**config.mk**
```make
export PLATFORM = sky130hd
export DESIGN_NAME = gfx_rom_bus
export DESIGN_NICKNAME = d
export VERILOG_FILES = /design/src/design/sdram_pkg.sv /design/src/design/gfx_pkg.sv /design/src/design/rom_region_map.sv /design/src/design/rom_slot.sv /design/src/design/bank_arbiter.sv /design/src/design/gfx_rom_bus.sv
export VERILOG_INCLUDE_DIRS = /design/src /design/src/design
export SDC_FILE = /design/constraint.sdc
export NUM_CORES = 1
export LEC_CHECK = 0
export BUFFER_PORTS_ARGS = -buffer_cell sky130_fd_sc_hd__buf_2
export CAP_MARGIN = 20
export CORE_UTILIZATION = 55
export CTS_CLUSTER_DIAMETER = 120
export DETAILED_ROUTE_END_ITERATION = 6
export GPL_TIMING_DRIVEN = 0
export PLACE_DENSITY = 0.78
export REMOVE_ABC_BUFFERS = 1
export SYNTH_ARGS = -nofsm -noshare
export SYNTH_HDL_FRONTEND = slang
export SYNTH_SLANG_ARGS = --single-unit
```
**constraint.sdc**
```tcl
create_clock -name clk -period 5.9 [get_ports clk]
set_clock_uncertainty 0.15 [all_clocks]
set_input_delay 1.18 -clock clk [delete_from_list [all_inputs] [get_ports clk]]
set_output_delay 1.18 -clock clk [all_outputs]
set_load 0.02 [all_outputs]
```
**src/design/sdram_consts.svh**
```systemverilog
// Bus widths, slot count and graphics bank layout, included by the packages and the RTL
`ifndef SDRAM_CONSTS_SVH
`define SDRAM_CONSTS_SVH

// One slot per video layer
`define SLOTS 4

// Bank word address and layer-relative word address widths
`define BA_AW 22
`define GFX_AW 18

// Pixel-row word width
`define DW 32

// Start of each layer's region, in bank words
`define CHAR_OFFSET 22'h00_0000
`define SCR1_OFFSET 22'h00_8000
`define SCR2_OFFSET 22'h02_8000
`define OBJ_OFFSET  22'h04_8000

// Region sizes in words
// Both scroll layers share one size
`define CHAR_SIZE 19'h0_8000
`define SCR_SIZE  19'h2_0000
`define OBJ_SIZE  19'h4_0000

`endif

```
**src/design/sdram_pkg.sv**
```systemverilog
// Types for the read-only SDRAM bank port, shared by the arbiter, the slots and the testbench
`default_nettype none

`include "sdram_consts.svh"

package sdram_pkg;

    // Word address inside the bank
    typedef logic [`BA_AW-1:0] ba_addr_t;

    // One pixel-row word as read from the bank
    typedef logic [`DW-1:0] word_t;

    // Controller side of the bank
    // rd stays high until ack, addr is held with it
    typedef struct packed {
        logic     rd;
        ba_addr_t addr;
    } bank_req_t;

    // Bank side
    // ack takes the request, rdy marks valid data
    // Both are single-cycle pulses
    typedef struct packed {
        logic  ack;
        logic  rdy;
        word_t data;
    } bank_rsp_t;

endpackage

`default_nettype wire

```
**src/design/gfx_pkg.sv**
```systemverilog
// Types for the video layers' ROM requests and replies, used by the bus top level and slots
`default_nettype none

`include "sdram_consts.svh"

package gfx_pkg;

    // Word address relative to a layer's region
    typedef logic [`GFX_AW-1:0] gfx_addr_t;

    // Slot index of each layer
    typedef enum logic [1:0] {
        CHAR = 2'd0,
        SCR1 = 2'd1,
        SCR2 = 2'd2,
        OBJ  = 2'd3
    } layer_t;

    // What a layer drives
    typedef struct packed {
        logic      cs;
        gfx_addr_t addr;
    } gfx_req_t;

    // What a layer gets back
    typedef struct packed {
        logic             ok;
        sdram_pkg::word_t data;
    } gfx_rsp_t;

    // Registered request with the absolute bank address
    typedef struct packed {
        logic                cs;
        sdram_pkg::ba_addr_t addr;
    } slot_req_t;

endpackage

`default_nettype wire

```
**src/design/rom_region_map.sv**
```systemverilog
// Registers the four layer requests and places each in its own region of the graphics bank
`default_nettype none

`include "sdram_consts.svh"

module rom_region_map (
    input  logic                clk,
    input  logic                rst_n,
    input  gfx_pkg::gfx_req_t   gfx_req  [`SLOTS],
    output gfx_pkg::slot_req_t  slot_req [`SLOTS]
);

    // Region start for a layer
    function automatic sdram_pkg::ba_addr_t region_base(input gfx_pkg::layer_t layer);
        case (layer)
            gfx_pkg::CHAR: region_base = `CHAR_OFFSET;
            gfx_pkg::SCR1: region_base = `SCR1_OFFSET;
            gfx_pkg::SCR2: region_base = `SCR2_OFFSET;
            default:       region_base = `OBJ_OFFSET;
        endcase
    endfunction

    // Region length for a layer, one bit wider than the relative address
    function automatic logic [`GFX_AW:0] region_size(input gfx_pkg::layer_t layer);
        case (layer)
            gfx_pkg::CHAR: region_size = `CHAR_SIZE;
            gfx_pkg::OBJ:  region_size = `OBJ_SIZE;
            default:       region_size = `SCR_SIZE;
        endcase
    endfunction

    always_ff @(posedge clk) begin
        for (int i = 0; i < `SLOTS; i++) begin
            if (!rst_n) begin
                slot_req[i].cs <= 1'b0;
            end else begin
                slot_req[i].cs   <= gfx_req[i].cs;
                // Relative address is zero-extended before the offset is added
                slot_req[i].addr <= region_base(gfx_pkg::layer_t'(i))
                                  + sdram_pkg::ba_addr_t'(gfx_req[i].addr);
            end
        end
    end

    // A layer must not reach past its own region into the next one
    for (genvar g = 0; g < `SLOTS; g++) begin : g_range
        a_in_region: assert property (
            @(posedge clk) disable iff (!rst_n)
            gfx_req[g].cs |-> ({1'b0, gfx_req[g].addr} < region_size(gfx_pkg::layer_t'(g)))
        );
    end

endmodule

`default_nettype wire

```
**src/design/rom_slot.sv**
```systemverilog
// One-word cache for a video layer that asks the bank arbiter for a refill on an address miss
`default_nettype none

`include "sdram_consts.svh"

module rom_slot (
    input  logic                clk,
    input  logic                rst_n,
    input  gfx_pkg::slot_req_t  slot_req,
    output logic                req,
    output sdram_pkg::ba_addr_t req_addr,
    input  logic                done,
    input  sdram_pkg::word_t    fill,
    output gfx_pkg::gfx_rsp_t   rsp
);

    // Address and contents of the stored word
    sdram_pkg::ba_addr_t tag;
    sdram_pkg::word_t    cached;
    logic                valid;
    logic                ok;

    logic hit;
    logic miss;

    assign hit  = valid && (slot_req.addr == tag);
    assign miss = slot_req.cs && !hit;

    // Control state
    always_ff @(posedge clk) begin
        if (!rst_n) begin
            req   <= 1'b0;
            valid <= 1'b0;
            ok    <= 1'b0;
        end else begin
            if (done) begin
                req   <= 1'b0;
                valid <= 1'b1;
            end else if (miss && !req) begin
                req <= 1'b1;
            end
            // On a fill the old tag is stale, so compare against the word arriving
            if (done) begin
                ok <= slot_req.cs && (slot_req.addr == req_addr);
            end else begin
                ok <= slot_req.cs && hit;
            end
        end
    end

    // Payload
    always_ff @(posedge clk) begin
        if (done) begin
            tag    <= req_addr;
            cached <= fill;
        end
        // Address is frozen for the whole fetch
        if (miss && !req) begin
            req_addr <= slot_req.addr;
        end
    end

    assign rsp = '{ok: ok, data: cached};

    // Arbiter only answers a pending request
    a_done_on_req: assert property (
        @(posedge clk) disable iff (!rst_n)
        done |-> req
    );

endmodule

`default_nettype wire

```
**src/design/bank_arbiter.sv**
```systemverilog
// Fixed-priority arbiter that drains the ROM slots onto the single read-only bank port
`default_nettype none

`include "sdram_consts.svh"

module bank_arbiter (
    input  logic                 clk,
    input  logic                 rst_n,
    input  logic [`SLOTS-1:0]    req,
    input  sdram_pkg::ba_addr_t  req_addr [`SLOTS],
    output logic [`SLOTS-1:0]    done,
    output sdram_pkg::word_t     fill,
    output sdram_pkg::bank_req_t bank_req,
    input  sdram_pkg::bank_rsp_t bank_rsp
);

    localparam int IDX_W = $clog2(`SLOTS);

    typedef enum logic [1:0] {
        IDLE,
        WAIT_ACK,
        WAIT_RDY
    } state_t;

    state_t           state;
    logic [IDX_W-1:0] gnt;
    logic [IDX_W-1:0] pick;
    logic             pending;

    // Lowest index wins
    always_comb begin
        pick    = '0;
        pending = 1'b0;
        for (int i = `SLOTS - 1; i >= 0; i--) begin
            if (req[i]) begin
                pick    = IDX_W'(i);
                pending = 1'b1;
            end
        end
    end

    always_ff @(posedge clk) begin
        if (!rst_n) begin
            state       <= IDLE;
            bank_req.rd <= 1'b0;
            done        <= '0;
        end else begin
            done <= '0;
            case (state)
                IDLE: begin
                    // The finished slot still shows req while done is high
                    if (pending && done == '0) begin
                        gnt           <= pick;
                        bank_req.rd   <= 1'b1;
                        bank_req.addr <= req_addr[pick];
                        state         <= WAIT_ACK;
                    end
                end
                WAIT_ACK: begin
                    if (bank_rsp.ack) begin
                        bank_req.rd <= 1'b0;
                        state       <= WAIT_RDY;
                    end
                end
                WAIT_RDY: begin
                    if (bank_rsp.rdy) begin
                        fill  <= bank_rsp.data;
                        done  <= `SLOTS'(1) << gnt;
                        state <= IDLE;
                    end
                end
                default: state <= IDLE;
            endcase
        end
    end

endmodule

`default_nettype wire

```
**src/design/gfx_rom_bus.sv**
```systemverilog
// Graphics ROM bus top level joining the region mapper, four ROM slots and the bank arbiter
`default_nettype none

`include "sdram_consts.svh"

module gfx_rom_bus (
    input  logic                      clk,
    input  logic                      rst_n,
    input  gfx_pkg::gfx_req_t         gfx_req [`SLOTS],
    output wire gfx_pkg::gfx_rsp_t    gfx_rsp [`SLOTS],
    output wire sdram_pkg::bank_req_t bank_req,
    input  sdram_pkg::bank_rsp_t      bank_rsp
);

    wire gfx_pkg::slot_req_t  slot_req  [`SLOTS];
    wire sdram_pkg::ba_addr_t slot_addr [`SLOTS];
    wire [`SLOTS-1:0]         slot_rd;
    wire [`SLOTS-1:0]         slot_done;
    wire sdram_pkg::word_t    fill;

    rom_region_map u_map (
        .clk        ( clk       ),
        .rst_n      ( rst_n     ),
        .gfx_req    ( gfx_req   ),
        .slot_req   ( slot_req  )
    );

    // One slot per layer, in priority order
    for (genvar i = 0; i < `SLOTS; i++) begin : g_slot
        rom_slot u_slot (
            .clk        ( clk           ),
            .rst_n      ( rst_n         ),
            .slot_req   ( slot_req[i]   ),
            .req        ( slot_rd[i]    ),
            .req_addr   ( slot_addr[i]  ),
            .done       ( slot_done[i]  ),
            .fill       ( fill          ),
            .rsp        ( gfx_rsp[i]    )
        );
    end

    bank_arbiter u_arbiter (
        .clk        ( clk       ),
        .rst_n      ( rst_n     ),
        .req        ( slot_rd   ),
        .req_addr   ( slot_addr ),
        .done       ( slot_done ),
        .fill       ( fill      ),
        .bank_req   ( bank_req  ),
        .bank_rsp   ( bank_rsp  )
    );

endmodule

`default_nettype wire

```
==> results.md <==
- The launching instance or port of the critical path is rst_n.
- The floorplan row count is 61.
- For this run, the number of Yosys warnings is 0.
- The flow ran to the end, and the final reports show no timing, DRC or antenna violations.
- Relative to the synthesized area, the layout overhead comes to 20.4%.
- Summing the sequential cell areas from Yosys gives 81.2% of the chip area.
- The core area is 27900 sq um.
- After detailed routing, the number of remaining DRC violations is 0.
- The share of layout cells above drive strength 1 is 32.2%.
- In this run, synthesis inferred 410 flip-flops with an integrated enable.
- The clock insertion delay at the later pin of the skew report is 530 ps.
- The type of the worst setup path is input pin to register.
- Once the clock tree was built, the setup fixing pass inserted 0 buffers.
- The H-tree generated during clock tree synthesis spans 2 levels.
- The overall die width is 171 microns.
- The mean cell area of the mapped netlist is 18.8 sq um.
- The placed instances occupy a cell area of 17600 sq um.
- VDD sags by at most 0.352 mV.
- Counting along the longest clock path gives a buffer depth of 3.
- The predominant post-synthesis flop cell is sky130_fd_sc_hd__edfxtp_1.
- The arrival time of data at the critical path endpoint is 3000 ps.
- After clock tree synthesis, the clock-pin slew on the worst setup and hold paths is 60 ps.
- Global routing used 21.5% of the available tracks across all layers.
- In this run the count of I/O pins placed on the die edge is 267.
- The final max-slew violation count is 0.
- Once layout is complete, the utilization of the core stands at 67.8%.
- Counting tap cells, the placed design contains a total of 1470 instances.
- The combined area of all synthesized cells is 15700 sq um.
- The detailed router finished its first iteration with 730 violations.
- After layout, the worst path uses 49.4% of the clock period.
- The die covers 29300 sq um.
- In this run the power spent charging and discharging nets is 1380 uW.
- Sequential cells account for 55.1% of the total power.
- The kind of capture point of the worst setup path is a register.
- The combinational power share is 5.4%.
- The remaining antenna violation count is 0.
- In this run switching power makes up 21.2% of total power.
- STA classifies the critical path startpoint as an input pin.
- The relative contribution of the clock network to total power is 39.4%.
- Clock tree synthesis selected as its root buffer the cell sky130_fd_sc_hd__clkbuf_16.
- The share of async-settable or async-resettable flops after synthesis is 0%.
- Once the floorplan was initialized, standard cells occupied 56.3% of the core.
- The final instance area is 18900 sq um.
- The number of antenna violations at the first check in global routing is 3.
- After detailed routing, the total wire length is 31.4 mm.
- Dividing the detail-routed via count by the number of cells gives 5.30.
- The maximum clock frequency is 343 MHz.
- The first-pass GRT wire length is 45.7 mm.
- The class of the most critical hold timing path is register to register.
- The port buffer count is 264.
- Max-cap violations in this run came to 0.
- The transition time at the pin with the least slew margin is 987 ps.
- After synthesis, the netlist uses 47 different library cells.
- Across all hold checks on the routed design, the worst slack comes to 317 ps.
- The internal power summed over all cells is 5120 uW.
- The number of failing setup endpoints in the final timing report is 0.
- The library cell used most frequently in the layout, excluding fill and tap cells, is sky130_fd_sc_hd__edfxtp_1.
- The worst register-to-register path begins at u_arbiter.done[3].
- The TritonCTS clock tree is done.
- The non-filler instance count after layout is 1544.
- The count of instances resized after the clock tree is built is 0.
- Headroom to the max-slew limit came out at 33.3%.
- The HPWL after detailed placement is 22.0 mm.
- For the worst setup path, the data required time is 5990 ps.
- Once routing completed, OpenROAD measured the worst setup slack at 2990 ps.
- The tree built by TritonCTS fans out to 433 sinks.
- The net count of the finished layout is 1251.
- In the layout the commonest cells are 410 x sky130_fd_sc_hd__edfxtp_1, 263 x sky130_fd_sc_hd__buf_2, 80 x sky130_fd_sc_hd__xor2_1.
- The post-synthesis cell count is 836.
- The vertical extent of the die is 171 microns.
- The smallest clock period supported by the final layout is computed as 2910 ps.
- The number of buffers created by CTS is 41.
- The final weighted congestion in routability-driven placement is 0.816.
- In this run the most critical hold path is launched from g_slot[1].u_slot.valid.
- Summing over every cut layer, the via total after detailed routing is 8183.
- The total global routing overflow is 0.
- Before antenna repair, the detailed router went through 5 iterations.
- The via count of the first global-routing pass is 7828.
- The pin count of the biggest net entering global routing is 78.
- Setup repair after global routing left no endpoint under its margin.
- The reported leakage power is 0.00673 uW.
- At the placement stage, the worst setup path has a slack of 2400 ps.
- The synthesized design contains 433 register bits.
- In the final routed layout, each cell accounts on average for 20.3 microns.
- Along the worst path, the maximum fanout reaches 77.
- The count of final hold-check violations is 0.
- The count of hold-fix buffers inserted at cts is 0.
- Dividing total power by cell area gives a power density of 343 nW/um^2.
-- final timing paths --
kind                            endpoint  slack (ps)  depth (start not counted)
hold / removal    g_slot[1].u_slot.valid         320                          1
setup / recovery   u_arbiter.bank_req[5]        2990                          4
hold reg to reg   g_slot[1].u_slot.valid         320                          1
setup reg to reg   u_arbiter.bank_req[5]        3070                          4
-- power by group through the flow --
stage	Sequential (uW)	Combinational (uW)	Clock, uW
after floorplan	3630	181	0
after global placement	3650	332	0
after detailed placement	3650	355	0
after CTS	3580	358	2600
after global routing	3590	383	2720
final	3580	353	2560
-- flip-flops by register name, summed over array words and instances (netlist names) --
register and cells:
u_arbiter.done 4, u_arbiter.bank_req 21, u_map.slot_req 80, g_slot.u_slot.cached 128, u_arbiter.state 2, g_slot.u_slot.req 4, g_slot.u_slot.tag 76, g_slot.u_slot.ok 4
u_arbiter.fill 32, g_slot.u_slot.req_addr 76, u_arbiter.gnt 2, g_slot.u_slot.valid 4
-- final cells by class --
| type | instances | area, sq um |
|---|---|---|
| antenna | 2 | 5.00 |
| clock buffer | 53 | 1130 |
| inverter | 11 | 41.3 |
| timing repair buffer | 275 | 1520 |
| clock inverter | 19 | 188 |
| sequential | 433 | 12800 |
| fill | 1893 | 9000 |
| tap | 378 | 473 |
| multi-input combinational | 373 | 2790 |
-- stage by stage --
stage                     setup TNS [ps]  power [uW]
after floorplan                        0        3810
after global placement            -25780        3980
after detailed placement               0        4000
after CTS                              0        6540
after global routing                   0        6690
final                                  0        6500
-- cells in the mapped netlist, types with 9 or more instances --
| library cell | n | share of area (%) |
|---|---|---|
| sky130_fd_sc_hd__edfxtp_1 | 410 | 78 |
| sky130_fd_sc_hd__xor2_1 | 80 | 4.5 |
| sky130_fd_sc_hd__xnor2_1 | 74 | 4.1 |
| sky130_fd_sc_hd__nand2_1 | 47 | 1.1 |
| sky130_fd_sc_hd__dfxtp_1 | 23 | 2.9 |
| sky130_fd_sc_hd__nand4_1 | 23 | 0.91 |
| sky130_fd_sc_hd__a31oi_1 | 19 | 0.76 |
| sky130_fd_sc_hd__nor4_1 | 18 | 0.72 |
| sky130_fd_sc_hd__a211oi_2 | 11 | 0.88 |
| sky130_fd_sc_hd__nor2_1 | 11 | 0.26 |
| sky130_fd_sc_hd__and2_4 | 10 | 0.56 |
| sky130_fd_sc_hd__inv_1 | 9 | 0.21 |
-- worst max-delay path: stages --
cell                      delay (ps)
sky130_fd_sc_hd__buf_4           280
sky130_fd_sc_hd__buf_16          350
sky130_fd_sc_hd__nor4b_2         790
sky130_fd_sc_hd__buf_4           320
-- logic make-up (layout without fill, tap and decap cells) --
family | count (synthesis) | in the layout | synth area share [%]
AOI/OAI and AO/OA | 61 | 61 | 3.25
other | 1 | 4 | 0.0238
DFF | 433 | 433 | 81.2
and+or+nand+nor | 152 | 152 | 5.39
buffers and inverters | 31 | 358 | 1.24
adders and majority gates | 4 | 4 | 0.318
xor gates and xnor gates | 154 | 154 | 8.58
-- per-layer routing --
layer  vias up  global-route usage [%]  part of all wire (%)
li1       3772                       -                     -
met1      3969                    28.0                    40
met2       381                    35.9                    49
met3        59                    4.63                   8.1
met4         2                    7.69                   2.9
met5         -                       0                 0.035
Note: power is estimated with default switching activity, not from simulation.
